===== src/cekirdek_settings.svh =====
// Cekirdek core settings: reset address, register count, instruction memory width
`ifndef CEKIRDEK_SETTINGS_SVH
`define CEKIRDEK_SETTINGS_SVH

// Address of the first fetch after reset
`define CEKIRDEK_RESET_PS 32'h0000_0000

// Architectural integer registers, x0 included
`define CEKIRDEK_YAZMAC_SAYISI 32

// Instruction memory data width
`define CEKIRDEK_L1B_GENISLIK 32

`endif


===== src/buyruk_pkg.sv =====
// RV32I instruction encoding and the core's micro-operations
package buyruk_pkg;

    typedef enum logic [6:0] {
        OP_LUI   = 7'b0110111,
        OP_AUIPC = 7'b0010111,
        OP_JAL   = 7'b1101111,
        OP_JALR  = 7'b1100111,
        OP_DAL   = 7'b1100011,
        OP_IMM   = 7'b0010011,
        OP_REG   = 7'b0110011
    } opkod_e;

    typedef enum logic [2:0] {
        F3_ADD  = 3'b000,
        F3_SLL  = 3'b001,
        F3_SLT  = 3'b010,
        F3_SLTU = 3'b011,
        F3_XOR  = 3'b100,
        F3_SR   = 3'b101,
        F3_OR   = 3'b110,
        F3_AND  = 3'b111
    } islev3_e;

    // SUB and SRA set bit 30
    typedef enum logic [6:0] {
        F7_TEMEL = 7'b0000000,
        F7_ALT   = 7'b0100000
    } islev7_e;

    typedef enum logic [2:0] {
        DAL_BEQ  = 3'b000,
        DAL_BNE  = 3'b001,
        DAL_BLT  = 3'b100,
        DAL_BGE  = 3'b101,
        DAL_BLTU = 3'b110,
        DAL_BGEU = 3'b111
    } dallanma_e;

    // Branches sit at 5'b11xxx with the condition in the low three bits
    typedef enum logic [4:0] {
        MI_NOP = 5'd0,
        MI_ADD,
        MI_SUB,
        MI_SLL,
        MI_SLT,
        MI_SLTU,
        MI_XOR,
        MI_SRL,
        MI_SRA,
        MI_OR,
        MI_AND,
        MI_LUI,
        MI_AUIPC,
        MI_JAL,
        MI_JALR,
        MI_BEQ  = {2'b11, DAL_BEQ},
        MI_BNE  = {2'b11, DAL_BNE},
        MI_BLT  = {2'b11, DAL_BLT},
        MI_BGE  = {2'b11, DAL_BGE},
        MI_BLTU = {2'b11, DAL_BLTU},
        MI_BGEU = {2'b11, DAL_BGEU}
    } mikroislem_e;

    typedef struct packed {
        logic [6:0] funct7;
        logic [4:0] rs2;
        logic [4:0] rs1;
        islev3_e    funct3;
        logic [4:0] rd;
        opkod_e     opkod;
    } r_bicim_t;

    typedef struct packed {
        logic [11:0] imm;
        logic [4:0]  rs1;
        islev3_e     funct3;
        logic [4:0]  rd;
        opkod_e      opkod;
    } i_bicim_t;

    typedef struct packed {
        logic [6:0] imm_ust;
        logic [4:0] rs2;
        logic [4:0] rs1;
        logic [2:0] funct3;
        logic [4:0] imm_alt;
        opkod_e     opkod;
    } s_bicim_t;

    typedef struct packed {
        logic       imm12;
        logic [5:0] imm10_5;
        logic [4:0] rs2;
        logic [4:0] rs1;
        dallanma_e  kosul;
        logic [3:0] imm4_1;
        logic       imm11;
        opkod_e     opkod;
    } b_bicim_t;

    typedef struct packed {
        logic [19:0] imm;
        logic [4:0]  rd;
        opkod_e      opkod;
    } u_bicim_t;

    typedef struct packed {
        logic       imm20;
        logic [9:0] imm10_1;
        logic       imm11;
        logic [7:0] imm19_12;
        logic [4:0] rd;
        opkod_e     opkod;
    } j_bicim_t;

    typedef union packed {
        r_bicim_t r;
        i_bicim_t i;
        s_bicim_t s;
        b_bicim_t b;
        u_bicim_t u;
        j_bicim_t j;
    } buyruk_t;

endpackage


===== src/boru_hatti_pkg.sv =====
// Pipeline records passed between the core stages and the hazard unit
package boru_hatti_pkg;

    import buyruk_pkg::*;

    // Fetch to decode
    typedef struct packed {
        logic [31:0] buyruk;
        logic [31:0] ps;
        logic        gecerli;
    } getir_cikis_t;

    // Decode to execute, operands already forwarded
    typedef struct packed {
        mikroislem_e mikroislem;
        logic [31:0] deger1;
        logic [31:0] deger2;
        logic [31:0] imm;
        logic [31:0] ps;
        logic [4:0]  rd;
        logic        yaz;
        logic        gecerli;
    } coz_cikis_t;

    // Register write, also used for forwarding and the trace port
    typedef struct packed {
        logic [4:0]  adres;
        logic [31:0] deger;
        logic        yaz;
    } geri_yaz_t;

    typedef enum logic [1:0] {
        YON_YAZMAC   = 2'd0,
        YON_YURUT    = 2'd1,
        YON_GERI_YAZ = 2'd2
    } yonlendir_e;

    // Taken branch or jump from execute
    typedef struct packed {
        logic        gecerli;
        logic [31:0] hedef;
    } yonlendirme_t;

endpackage


===== src/cekirdek.sv =====
// RV32I integer core top level: fetch, decode, execute and hazard unit
`timescale 1ns/1ns
`include "cekirdek_settings.svh"

module cekirdek
    import boru_hatti_pkg::*;
(
    input  logic                              clk_i,
    input  logic                              rst_i,
    input  logic [`CEKIRDEK_L1B_GENISLIK-1:0] l1b_buyruk_i,
    input  logic                              l1b_buyruk_gecerli_i,
    input  logic                              l1b_hazir_i,
    output logic [31:0]                       l1b_ps_o,
    output logic                              l1b_ps_gecerli_o,
    output geri_yaz_t                         geri_yaz_o
);

    getir_cikis_t gtr_getir_w;
    coz_cikis_t   cyo_coz_w;
    logic [4:0]   cyo_rs1_adres_w;
    logic [4:0]   cyo_rs2_adres_w;
    geri_yaz_t    yrt_sonuc_w;
    yonlendirme_t yrt_yonlendirme_w;
    yonlendir_e   ddb_yonlendir1_w;
    yonlendir_e   ddb_yonlendir2_w;
    logic         ddb_bosalt_w;

    getir gtr (
        .clk_i                (clk_i),
        .rst_i                (rst_i),
        .bosalt_i             (ddb_bosalt_w),
        .yonlendirme_i        (yrt_yonlendirme_w),
        .l1b_hazir_i          (l1b_hazir_i),
        .l1b_buyruk_i         (l1b_buyruk_i),
        .l1b_buyruk_gecerli_i (l1b_buyruk_gecerli_i),
        .l1b_ps_o             (l1b_ps_o),
        .l1b_ps_gecerli_o     (l1b_ps_gecerli_o),
        .getir_o              (gtr_getir_w)
    );

    coz_yazmacoku cyo (
        .clk_i         (clk_i),
        .rst_i         (rst_i),
        .getir_i       (gtr_getir_w),
        .bosalt_i      (ddb_bosalt_w),
        .yonlendir1_i  (ddb_yonlendir1_w),
        .yonlendir2_i  (ddb_yonlendir2_w),
        .yurut_sonuc_i (yrt_sonuc_w),
        .geri_yaz_i    (geri_yaz_o),
        .rs1_adres_o   (cyo_rs1_adres_w),
        .rs2_adres_o   (cyo_rs2_adres_w),
        .coz_o         (cyo_coz_w)
    );

    yurut yrt (
        .clk_i         (clk_i),
        .rst_i         (rst_i),
        .coz_i         (cyo_coz_w),
        .yurut_sonuc_o (yrt_sonuc_w),
        .geri_yaz_o    (geri_yaz_o),
        .yonlendirme_o (yrt_yonlendirme_w)
    );

    denetim_durum_birimi ddb (
        .rs1_adres_i   (cyo_rs1_adres_w),
        .rs2_adres_i   (cyo_rs2_adres_w),
        .yurut_sonuc_i (yrt_sonuc_w),
        .geri_yaz_i    (geri_yaz_o),
        .yonlendirme_i (yrt_yonlendirme_w),
        .yonlendir1_o  (ddb_yonlendir1_w),
        .yonlendir2_o  (ddb_yonlendir2_w),
        .bosalt_o      (ddb_bosalt_w)
    );

endmodule


===== src/coz_yazmacoku.sv =====
// Decode and register read stage with operand forwarding
`timescale 1ns/1ns
`include "cekirdek_settings.svh"

module coz_yazmacoku
    import buyruk_pkg::*;
    import boru_hatti_pkg::*;
(
    input  logic         clk_i,
    input  logic         rst_i,
    input  getir_cikis_t getir_i,
    input  logic         bosalt_i,
    input  yonlendir_e   yonlendir1_i,
    input  yonlendir_e   yonlendir2_i,
    input  geri_yaz_t    yurut_sonuc_i,
    input  geri_yaz_t    geri_yaz_i,
    output logic [4:0]   rs1_adres_o,
    output logic [4:0]   rs2_adres_o,
    output coz_cikis_t   coz_o
);

    logic [31:0] yazmac_r [`CEKIRDEK_YAZMAC_SAYISI];

    buyruk_t     buyruk;
    mikroislem_e mikroislem;
    logic [31:0] imm;
    logic [31:0] imm_i;
    logic        yaz;
    logic        imm_kullan;
    logic        imm_gecerli;
    logic        reg_gecerli;
    coz_cikis_t  coz_d;

    function automatic mikroislem_e alu_coz(input islev3_e f3, input logic alt);
        case (f3)
            F3_ADD:  return alt ? MI_SUB : MI_ADD;
            F3_SLL:  return MI_SLL;
            F3_SLT:  return MI_SLT;
            F3_SLTU: return MI_SLTU;
            F3_XOR:  return MI_XOR;
            F3_SR:   return alt ? MI_SRA : MI_SRL;
            F3_OR:   return MI_OR;
            default: return MI_AND;
        endcase
    endfunction

    // Write-back value is visible in the same cycle
    function automatic logic [31:0] yazmac_oku(input logic [4:0] adres);
        if (adres == 5'd0) begin
            return 32'd0;
        end
        if (geri_yaz_i.yaz && geri_yaz_i.adres == adres) begin
            return geri_yaz_i.deger;
        end
        return yazmac_r[adres];
    endfunction

    function automatic logic [31:0] islenen_sec(input yonlendir_e sec, input logic [4:0] adres);
        case (sec)
            YON_YURUT:    return yurut_sonuc_i.deger;
            YON_GERI_YAZ: return geri_yaz_i.deger;
            default:      return yazmac_oku(adres);
        endcase
    endfunction

    assign buyruk      = getir_i.buyruk;
    assign rs1_adres_o = buyruk.r.rs1;
    assign rs2_adres_o = buyruk.r.rs2;
    assign imm_i       = {{20{buyruk.i.imm[11]}}, buyruk.i.imm};

    // Shift immediates keep funct7 in the upper immediate bits
    assign imm_gecerli = !(buyruk.i.funct3 inside {F3_SLL, F3_SR})
                         || buyruk.r.funct7 == F7_TEMEL
                         || (buyruk.i.funct3 == F3_SR && buyruk.r.funct7 == F7_ALT);
    assign reg_gecerli = buyruk.r.funct7 == F7_TEMEL
                         || (buyruk.r.funct7 == F7_ALT && buyruk.r.funct3 inside {F3_ADD, F3_SR});

    always_comb begin
        mikroislem = MI_NOP;
        imm        = 32'd0;
        yaz        = 1'b0;
        imm_kullan = 1'b0;
        case (buyruk.r.opkod)
            OP_LUI, OP_AUIPC: begin
                mikroislem = (buyruk.r.opkod == OP_LUI) ? MI_LUI : MI_AUIPC;
                imm        = {buyruk.u.imm, 12'd0};
                yaz        = 1'b1;
            end
            OP_JAL: begin
                mikroislem = MI_JAL;
                imm        = {{12{buyruk.j.imm20}}, buyruk.j.imm19_12, buyruk.j.imm11,
                              buyruk.j.imm10_1, 1'b0};
                yaz        = 1'b1;
            end
            OP_JALR: begin
                if (buyruk.i.funct3 == F3_ADD) begin
                    mikroislem = MI_JALR;
                    imm        = imm_i;
                    yaz        = 1'b1;
                end
            end
            OP_DAL: begin
                imm = {{20{buyruk.b.imm12}}, buyruk.b.imm11, buyruk.b.imm10_5,
                       buyruk.b.imm4_1, 1'b0};
                case (buyruk.b.kosul)
                    DAL_BEQ:  mikroislem = MI_BEQ;
                    DAL_BNE:  mikroislem = MI_BNE;
                    DAL_BLT:  mikroislem = MI_BLT;
                    DAL_BGE:  mikroislem = MI_BGE;
                    DAL_BLTU: mikroislem = MI_BLTU;
                    DAL_BGEU: mikroislem = MI_BGEU;
                    default:  mikroislem = MI_NOP;
                endcase
            end
            OP_IMM: begin
                imm        = imm_i;
                imm_kullan = 1'b1;
                if (imm_gecerli) begin
                    mikroislem = alu_coz(buyruk.i.funct3,
                                         buyruk.i.funct3 == F3_SR && buyruk.r.funct7 == F7_ALT);
                    yaz        = 1'b1;
                end
            end
            OP_REG: begin
                if (reg_gecerli) begin
                    mikroislem = alu_coz(buyruk.r.funct3, buyruk.r.funct7 == F7_ALT);
                    yaz        = 1'b1;
                end
            end
            default: begin
                // Unknown opcode retires as a no-op
                mikroislem = MI_NOP;
            end
        endcase
    end

    always_comb begin
        coz_d.mikroislem = mikroislem;
        coz_d.deger1     = islenen_sec(yonlendir1_i, buyruk.r.rs1);
        coz_d.deger2     = imm_kullan ? imm : islenen_sec(yonlendir2_i, buyruk.r.rs2);
        coz_d.imm        = imm;
        coz_d.ps         = getir_i.ps;
        coz_d.rd         = buyruk.r.rd;
        coz_d.yaz        = yaz && buyruk.r.rd != 5'd0;
        coz_d.gecerli    = getir_i.gecerli && !bosalt_i;
    end

    always_ff @(posedge clk_i) begin
        coz_o <= coz_d;
        if (rst_i) begin
            coz_o.gecerli <= 1'b0;
        end
    end

    always_ff @(posedge clk_i) begin
        if (geri_yaz_i.yaz && geri_yaz_i.adres != 5'd0) begin
            yazmac_r[geri_yaz_i.adres] <= geri_yaz_i.deger;
        end
    end

    a_x0_yazilmaz: assert property (@(posedge clk_i) disable iff (rst_i)
        geri_yaz_i.yaz |-> geri_yaz_i.adres != 5'd0);

endmodule


===== src/denetim_durum_birimi.sv =====
// Hazard unit producing operand forwarding selects and the flush on redirect
`timescale 1ns/1ns

module denetim_durum_birimi
    import boru_hatti_pkg::*;
(
    input  logic [4:0]   rs1_adres_i,
    input  logic [4:0]   rs2_adres_i,
    input  geri_yaz_t    yurut_sonuc_i,
    input  geri_yaz_t    geri_yaz_i,
    input  yonlendirme_t yonlendirme_i,
    output yonlendir_e   yonlendir1_o,
    output yonlendir_e   yonlendir2_o,
    output logic         bosalt_o
);

    // Youngest producer wins and x0 always comes from the register file
    function automatic yonlendir_e kaynak_sec(input logic [4:0] adres, input geri_yaz_t yurut,
                                              input geri_yaz_t geri);
        if (adres == 5'd0) begin
            return YON_YAZMAC;
        end
        if (yurut.yaz && yurut.adres == adres) begin
            return YON_YURUT;
        end
        if (geri.yaz && geri.adres == adres) begin
            return YON_GERI_YAZ;
        end
        return YON_YAZMAC;
    endfunction

    assign yonlendir1_o = kaynak_sec(rs1_adres_i, yurut_sonuc_i, geri_yaz_i);
    assign yonlendir2_o = kaynak_sec(rs2_adres_i, yurut_sonuc_i, geri_yaz_i);

    // Kills the fetch and decode registers in the redirect cycle
    assign bosalt_o = yonlendirme_i.gecerli;

endmodule


===== src/getir.sv =====
// Fetch stage: program counter and instruction memory request/response handling
`timescale 1ns/1ns
`include "cekirdek_settings.svh"

module getir
    import boru_hatti_pkg::*;
(
    input  logic                              clk_i,
    input  logic                              rst_i,
    input  logic                              bosalt_i,
    input  yonlendirme_t                      yonlendirme_i,
    input  logic                              l1b_hazir_i,
    input  logic [`CEKIRDEK_L1B_GENISLIK-1:0] l1b_buyruk_i,
    input  logic                              l1b_buyruk_gecerli_i,
    output logic [31:0]                       l1b_ps_o,
    output logic                              l1b_ps_gecerli_o,
    output getir_cikis_t                      getir_o
);

    logic [31:0] ps_r;
    logic [31:0] hedef_r;
    logic        istek_r;
    logic        bekliyor_r;
    logic        at_r;
    logic        kabul;
    logic        bos;

    assign kabul = istek_r && l1b_hazir_i;
    // Nothing requested and nothing in flight
    assign bos   = !istek_r && !bekliyor_r;

    assign l1b_ps_o         = ps_r;
    assign l1b_ps_gecerli_o = istek_r;

    always_ff @(posedge clk_i) begin
        if (rst_i) begin
            ps_r       <= `CEKIRDEK_RESET_PS;
            istek_r    <= 1'b0;
            bekliyor_r <= 1'b0;
            at_r       <= 1'b0;
        end else begin
            if (kabul) begin
                istek_r    <= 1'b0;
                bekliyor_r <= 1'b1;
            end
            if (l1b_buyruk_gecerli_i) begin
                bekliyor_r <= 1'b0;
                istek_r    <= 1'b1;
                at_r       <= 1'b0;
                ps_r       <= at_r ? hedef_r : ps_r + 32'd4;
            end else if (bos) begin
                istek_r <= 1'b1;
            end
            // Redirect with a request in flight waits for its response
            if (yonlendirme_i.gecerli) begin
                if (l1b_buyruk_gecerli_i || bos) begin
                    ps_r <= yonlendirme_i.hedef;
                end else begin
                    at_r <= 1'b1;
                end
            end
        end
    end

    always_ff @(posedge clk_i) begin
        if (yonlendirme_i.gecerli) begin
            hedef_r <= yonlendirme_i.hedef;
        end
    end

    always_ff @(posedge clk_i) begin
        getir_o.buyruk <= l1b_buyruk_i;
        getir_o.ps     <= ps_r;
        if (rst_i) begin
            getir_o.gecerli <= 1'b0;
        end else begin
            getir_o.gecerli <= l1b_buyruk_gecerli_i && !at_r && !bosalt_i;
        end
    end

    a_ps_sabit: assert property (@(posedge clk_i) disable iff (rst_i)
        l1b_ps_gecerli_o && !l1b_hazir_i |=> l1b_ps_gecerli_o && $stable(l1b_ps_o));

    a_yanit_bekleniyor: assert property (@(posedge clk_i) disable iff (rst_i)
        l1b_buyruk_gecerli_i |-> bekliyor_r);

endmodule


===== src/yurut.sv =====
// Execute stage: ALU, branch resolution and the write-back register
`timescale 1ns/1ns

module yurut
    import buyruk_pkg::*;
    import boru_hatti_pkg::*;
(
    input  logic         clk_i,
    input  logic         rst_i,
    input  coz_cikis_t   coz_i,
    output geri_yaz_t    yurut_sonuc_o,
    output geri_yaz_t    geri_yaz_o,
    output yonlendirme_t yonlendirme_o
);

    logic [31:0] sonuc;
    logic [31:0] ps_artmis;
    logic [31:0] jalr_toplam;
    logic        dal_mi;
    logic        atla;
    dallanma_e   kosul;

    function automatic logic kosul_sagla(input dallanma_e k, input logic [31:0] x,
                                         input logic [31:0] y);
        case (k)
            DAL_BEQ:  return x == y;
            DAL_BNE:  return x != y;
            DAL_BLT:  return $signed(x) < $signed(y);
            DAL_BGE:  return $signed(x) >= $signed(y);
            DAL_BLTU: return x < y;
            default:  return x >= y;
        endcase
    endfunction

    assign ps_artmis   = coz_i.ps + 32'd4;
    assign jalr_toplam = coz_i.deger1 + coz_i.imm;
    assign dal_mi      = coz_i.mikroislem[4:3] == 2'b11;
    assign kosul       = dallanma_e'(coz_i.mikroislem[2:0]);

    always_comb begin
        case (coz_i.mikroislem)
            MI_ADD:   sonuc = coz_i.deger1 + coz_i.deger2;
            MI_SUB:   sonuc = coz_i.deger1 - coz_i.deger2;
            MI_SLL:   sonuc = coz_i.deger1 << coz_i.deger2[4:0];
            MI_SLT:   sonuc = {31'd0, $signed(coz_i.deger1) < $signed(coz_i.deger2)};
            MI_SLTU:  sonuc = {31'd0, coz_i.deger1 < coz_i.deger2};
            MI_XOR:   sonuc = coz_i.deger1 ^ coz_i.deger2;
            MI_SRL:   sonuc = coz_i.deger1 >> coz_i.deger2[4:0];
            MI_SRA:   sonuc = $signed(coz_i.deger1) >>> coz_i.deger2[4:0];
            MI_OR:    sonuc = coz_i.deger1 | coz_i.deger2;
            MI_AND:   sonuc = coz_i.deger1 & coz_i.deger2;
            MI_LUI:   sonuc = coz_i.imm;
            MI_AUIPC: sonuc = coz_i.ps + coz_i.imm;
            MI_JAL,
            MI_JALR:  sonuc = ps_artmis;
            default:  sonuc = 32'd0;
        endcase
    end

    // Not-taken prediction, so only taken transfers redirect
    assign atla = coz_i.gecerli
                  && ((dal_mi && kosul_sagla(kosul, coz_i.deger1, coz_i.deger2))
                      || coz_i.mikroislem == MI_JAL
                      || coz_i.mikroislem == MI_JALR);

    assign yonlendirme_o.gecerli = atla;
    assign yonlendirme_o.hedef   = (coz_i.mikroislem == MI_JALR)
                                   ? {jalr_toplam[31:1], 1'b0}
                                   : coz_i.ps + coz_i.imm;

    assign yurut_sonuc_o.adres = coz_i.rd;
    assign yurut_sonuc_o.deger = sonuc;
    assign yurut_sonuc_o.yaz   = coz_i.gecerli && coz_i.yaz;

    always_ff @(posedge clk_i) begin
        geri_yaz_o <= yurut_sonuc_o;
        if (rst_i) begin
            geri_yaz_o.yaz <= 1'b0;
        end
    end

    a_hedef_hizali: assert property (@(posedge clk_i) disable iff (rst_i)
        yonlendirme_o.gecerli |-> yonlendirme_o.hedef[1:0] == 2'b00);

endmodule


===== config.mk =====
export PLATFORM = sky130hd
export DESIGN_NAME = cekirdek
export DESIGN_NICKNAME = d
export VERILOG_FILES = /design/src/buyruk_pkg.sv /design/src/boru_hatti_pkg.sv /design/src/cekirdek.sv /design/src/coz_yazmacoku.sv /design/src/denetim_durum_birimi.sv /design/src/getir.sv /design/src/yurut.sv
export VERILOG_INCLUDE_DIRS = /design/src /design/src/src
export SDC_FILE = /design/constraint.sdc
export NUM_CORES = 2
export LEC_CHECK = 0
export ABC_AREA = 0
export BUFFER_PORTS_ARGS = -buffer_cell sky130_fd_sc_hd__clkbuf_2
export CAP_MARGIN = 40
export CELL_PAD_IN_SITES_DETAIL_PLACEMENT = 1
export CELL_PAD_IN_SITES_GLOBAL_PLACEMENT = 1
export CORE_ASPECT_RATIO = 0.9
export CORE_UTILIZATION = 45
export CTS_CLUSTER_SIZE = 12
export DETAILED_ROUTE_END_ITERATION = 16
export PLACE_DENSITY_LB_ADDON = 0.1
export SLEW_MARGIN = 5
export SYNTH_ARGS = -nofsm -noshare
export SYNTH_HDL_FRONTEND = slang
export SYNTH_HIERARCHICAL = 1
export SYNTH_SLANG_ARGS = --single-unit

===== constraint.sdc =====
create_clock -name clk_i -period 9.25 [get_ports clk_i]
set_clock_uncertainty 0.05 [all_clocks]
set_input_delay 1.3875 -clock clk_i [delete_from_list [all_inputs] [get_ports clk_i]]
set_output_delay 1.3875 -clock clk_i [all_outputs]
set_load 0.02 [all_outputs]

Word level (Yosys, flattened, before mapping) --
Memory sizes are Yosys's and may differ from the RTL's. A register that Yosys moved wholly into a read port is not among the register bits. Index checks and enable logic that the tools add are counted.
Operators by class: bitwise gates (word level) 3, reductions and logical operators 43, multiplexer cells 75, $mul 0, shifts and indexed selects 3, eq/ne operators 44, divide/modulo/power cells 0, add/sub/neg operators 6, order comparisons 4
Operator list (count):
- 32-bit two-way mux | 15
- 32-bit one-hot mux with 13 select lines | 1
- 32-bit one-hot mux with 5 select lines | 1
- 32-bit one-hot mux with 2 select lines | 2
- 32-bit adder | 3
- 5-bit one-hot mux with 7 select lines | 2
- 32-bit by 3-bit adder with 32-bit output, second input constant | 2
- 32-bit >= comparator | 2
- 32-bit < comparator | 2
- 5-bit one-hot mux with 6 select lines | 2
- 5-bit by 4-bit equality test with 1-bit output, second input constant | 7
- 32-bit bitwise AND | 1
- 32-bit equality test | 1
- 32-bit inequality test | 1
- 32-bit OR | 1
- 32-bit by 5-bit left shift with 32-bit output | 1
- 32-bit by 5-bit >> shifter with 32-bit output | 1
- 32-bit by 5-bit >>> shifter with 32-bit output | 1
- 32-bit subtractor | 1
- 32-bit bitwise XOR | 1
- 1-bit two-way mux | 30
- 2-bit two-way mux | 14
- 3-bit equality test, second input constant | 7
- 7-bit by 6-bit equality test with 1-bit output, second input constant | 3
- 26 further kinds | 76
Storage, ports and cells: bits in read-only memories 0, output and inout bits 71, memories 1, memory bits (writable) 1024, latch bits 0, logic and storage cells 198, flip-flop bits (word level) 310
Memories:
- cyo.yazmac_r | words 32, bits a word 32, rd ports 2, clocked after memory_dff 2, wr ports 1, RTL line coz_yazmacoku.sv:22 | logic [31:0] yazmac_r [`CEKIRDEK_YAZMAC_SAYISI];

Depth between registers and ports, before layout --
depth in word-level cells 18, gate-level depth with buffers 25, mapped depth without buffers 18

Modules after synthesis --
The synthesis kept the hierarchy.
Modules (own cells, without submodules):
- coz_yazmacoku | area each 52451.6 um^2, cells an instance 2885, times used 1
- yurut | area each 13691.9 um^2, cells an instance 1965, times used 1
- getir | area each 4703.3 um^2, cells an instance 421, times used 1
- denetim_durum_birimi | area each 272.8 um^2, cells an instance 37, times used 1

Worst setup path before layout --
OpenSTA, ideal clock, no wires.
kind register to register, start reg cyo/coz_o[73] (netlist bit), end reg gtr.ps_r[16] (netlist: gtr/l1b_ps_o[16]), path slack 4.129 ns, arrival time 4.980 ns, cell stages (with the launch flop) 25, data required time 9.108 ns, period minus slack after synthesis 5.121 ns, buffers on the path 9, path through dfxtp_1 -> clkbuf_1 -> inv_2 -> buf_2 -> buf_1 -> clkbuf_1 -> ha_1 -> buf_6 -> nor2b_1 -> o21a_1 -> o21bai_2 -> a211oi_1 -> o41a_1 -> o21ai_1 -> a21oi_1 -> or3_1 -> o211ai_1 -> a21boi_1 -> buf_4 -> clkbuf_1 -> o21a_1 -> buf_2 -> buf_1 -> a21oi_1 -> nor4_1
Between the ends: longest elaborated chain between the ends 7
Ends and longest elaborated chain:
- from (decl) | RTL line coz_yazmacoku.sv:19 | output coz_cikis_t coz_o
- from (signal assigned) | RTL line coz_yazmacoku.sv:149 | coz_o <= coz_d;
- 32-bit >= comparator, or another cell as far along | RTL line yurut.sv:31 | default: return x >= y;
- 1-bit one-hot mux with 5 select lines (*) | RTL line yurut.sv:25 | case (k)
- 1-bit logical AND (*) | RTL line yurut.sv:62 | && ((dal_mi && kosul_sagla(kosul, coz_i.deger1, coz_i.deger2))
- 1-bit logical OR (*) | RTL line yurut.sv:63 | || coz_i.mikroislem == MI_JAL
- 1-bit logical OR (*) | RTL line yurut.sv:64 | || coz_i.mikroislem == MI_JALR);
- 1-bit logical AND (*) | RTL line yurut.sv:62
- via yrt.atla | RTL line yurut.sv:20 | logic atla;
- 32-bit two-way mux (*) | RTL line getir.sv:55 | if (yonlendirme_i.gecerli) begin
- to (signal assigned) | RTL line getir.sv:37 | ps_r <= `CEKIRDEK_RESET_PS;
- to (signal assigned) | RTL line getir.sv:50 | ps_r <= at_r ? hedef_r : ps_r + 32'd4;
- to (signal assigned) | RTL line getir.sv:57 | ps_r <= yonlendirme_i.hedef;
- to (decl) | RTL line getir.sv:20 | logic [31:0] ps_r;
The timed path passes the listed nets; every way through them passes the cells marked *. A chain may end at the register's enable or synchronous reset.

==> results.py <==
metrics = {
    "place": {
        "globalplace.congestion": 1.02,
        "io_buffers": 106,
        "dpl.hpwl_um": 196000,
        "dp_cells": 7355,
    },
    "worst_hold_path": {
        "hold_class": "reg2reg",
    },
    "synthesis": {
        "ys_seq_area_share_pct": 52.4,
        "postSynthCellCount": 5308,
        "synth_top_cell_area_share_pct": 44.6,
        "ys_types": 110,
        "yosys-top-cells-area": "edfxtp_1, mux4_2, dfxtp_1, mux2i_1, ha_1",
        "synth_top_cell_by_area": "edfxtp_1",
        "syn-cell-area_um2": 71100,
        "synth-main-ff-cell": "edfxtp_1",
        "synth_edf_count": 1056,
        "yosysMostFrequentCell": "edfxtp_1",
        "synthArstFlopShare_pct": 0,
        "synth_seq_cells": 1334,
        "ys_warn_count": 6,
        "synth_common_cells": "edfxtp_1, mux4_2, nor2_1, nand2_1, dfxtp_1",
        "postSynthAreaPerCell_um2": 13.4,
    },
    "cts": {
        "post_cts_buffers": 0,
        "hold_buffers": 0,
        "cts_buffers": 148,
        "root_buffer": "clkbuf_16",
        "clk_pin_slew_ps": 60,
        "cts_htree_levels": 4,
        "clockBufferDepth": 3,
        "cts_tree": "built",
        "cts.sinks": 1334,
        "cts.repair.resized": 0,
        "insertion_delay_ps": 810,
    },
    "critical_path": {
        "path_class": "reg2reg",
        "crit_path_start_kind": "flip-flop",
        "critPathRequiredTime_ps": 9850,
        "critPathMaxFanout": 42,
        "cp_data_arrival_time_ps": 6610,
        "cp-end-kind": "flip-flop",
        "rrSetupSlack_ps": 3240,
    },
    "drt": {
        "wl_per_cell_um": 38.1,
        "drtIter0Drc": 6396,
        "avgViaCountPerCell": 6.95,
        "first_pass_iters": 5,
        "drc": 0,
        "num_vias": 52966,
        "routed_wirelength_um": 290000,
        "ant_nets": 0,
    },
    "final_layout": {
        "nNetsFinal": 5609,
        "drive_above_1_share_pct": 21.4,
        "seq_area_um2": 37300,
        "syn_to_final_growth_pct": 12.1,
        "multi_input_area_um2": 31900,
        "fillerInstances": 15535,
        "stdcell_count": 7623,
    },
    "timing": {
        "finalHoldViolations": 0,
        "tightestPinTransition_ps": 1140,
        "tns_ps": 0,
        "finalSetupViolations": 0,
        "final.period_utilization_pct": 64.9,
        "period_minus_slack_ps": 6010,
        "timing.fmax_mhz": 166,
        "max-slew-margin-rel_pct": 24.0,
        "rsz0062_at_grt": "no",
        "drv_slew": 0,
    },
    "floorplanning": {
        "pin_count": 107,
        "start_util_pct": 45.3,
        "die_w_um": 421,
        "die-area_um2": 160000,
        "die_y_um": 379,
        "rows": 138,
        "coreArea_um2": 157000,
    },
    "run_status": {
        "status": "finished, final reports clean",
    },
    "pwr": {
        "ir_drop_mv": 0.191,
        "p_leak_nw": 27.7,
        "power.density_nw_per_um2": 192,
        "p_total_mw": 15.3,
    },
    "global_route": {
        "grt_pass1_wl_um": 407000,
        "grt-ovfl-total": 0,
        "grt.total_usage_pct": 35.9,
        "grt_pass1_vias": 52510,
        "grt_max_degree": 119,
        "antenna_found_initial": 9,
    },
    "flow_run": {
        "cap_violations": 0,
    },
}
stage by stage:
stage               worst slack [ps]  util, %  hold WS [ps]  cell area (um^2)
global placement                3380     47.2           264             74200
detailed placement              3610     47.7           263             75000
finish                          3240     50.7           273             79700
CTS                             3520     50.7           273             79700
global route                    3120     50.7           276             79700
floorplan                       4130        -           260             71200
final cells by class:
class                           instances  area share [%]
Multi-Input combinational cell       3445            40.0
Tap cell                             2100            3.30
Antenna cell                            1         0.00314
Inverter                              164           0.772
Timing Repair Buffer                  312            3.22
Clock inverter                         71           0.896
Clock buffer                          196            5.03
Sequential cell                      1334            46.8
final timing paths:
path | start | end | depth (start not counted)
setup reg to reg | cyo/coz_o[75]$_DFF_P_ | gtr/l1b_ps_o[19]$_SDFF_PP0_ | 16
hold / removal | gtr/getir_o[32]$_DFF_P_ | cyo/coz_o[38]$_DFF_P_ | 0
setup / recovery | cyo/coz_o[75]$_DFF_P_ | gtr/l1b_ps_o[19]$_SDFF_PP0_ | 16
hold reg to reg | gtr/getir_o[32]$_DFF_P_ | cyo/coz_o[38]$_DFF_P_ | 0
where the power goes:
group | switching [mW] | leakage (nW) | total [mW] | internal, mW
Combinational | 1.75 | 13.4 | 2.60 | 0.845
Sequential | 0.197 | 12.0 | 6.98 | 6.78
Clock | 2.54 | 2.30 | 5.77 | 3.23
Total | 4.49 | 27.7 | 15.3 | 10.9
critical path: stages (launching register included):
cell and delay (ps):
dfxtp_1 310, buf_4 290, clkinv_1 690, ha_1 670, o21bai_2 250, a211oi_1 360
o41a_1 440, o21ai_1 270, a21oi_1 500, nor2_1 140, o211ai_1 380, a21boi_4 100
buf_4 330, o21ai_2 120, buf_4 410, nor2_1 110, a311oi_1 370
metal layers:
metal | vias up | part of all wire, % | GRT usage (%)
met4 | 16 | 4.4 | 14.2
met2 | 2876 | 46 | 56.5
met3 | 572 | 9.2 | 6.92
met5 | - | 0.041 | 0
li1 | 21473 | - | -
met1 | 28029 | 40 | 49.0
flip-flops by register name, indices dropped and copies added (netlist names):
signal,cells
cyo/yazmac_r,1024
gtr/bekliyor_r,1
gtr/at_r,1
gtr/l1b_ps_o,32
gtr/l1b_ps_gecerli_o,1
cyo/coz_o,140
gtr/hedef_r,32
gtr/getir_o,65
yrt/geri_yaz_o,38
cell usage in the layout, fill, tap and decap left out, types with 26 or more instances in the layout:
master     count
edfxtp_1    1056
mux4_2       507
nor2_1       359
nand2_1      283
dfxtp_1      267
mux2i_1      214
a21oi_1      199
o21ai_0      194
ha_1         162
inv_1        156
buf_4        155
clkbuf_16    150
nand3_1      128
clkbuf_2     106
a22oi_1      100
o22ai_1       92
o221ai_1      85
a221oi_1      83
xnor2_1       80
a21o_1        70
nor3_1        53
xor2_1        49
o211ai_1      48
a211oi_1      46
clkbuf_1      38
nand4_1       37
nand2b_1      33
nor2_4        32
conb_1        32
nor2b_1       29
nor4_1        29
o21bai_1      29
and2_1        28
and3_1        27
clkinv_1      26
logic make-up after synthesis:
kind of cell / Yosys count / share of synthesized area [%]
other cells: 1 / 0.00527
compound gates: 1224 / 12.5
flops: 1334 / 52.4
buf+inv: 560 / 3.48
fa+ha+maj: 168 / 3.00
simple gates: 1158 / 7.74
mux: 734 / 19.3
xor+xnor: 129 / 1.59
(Power assumes the default switching activity.)
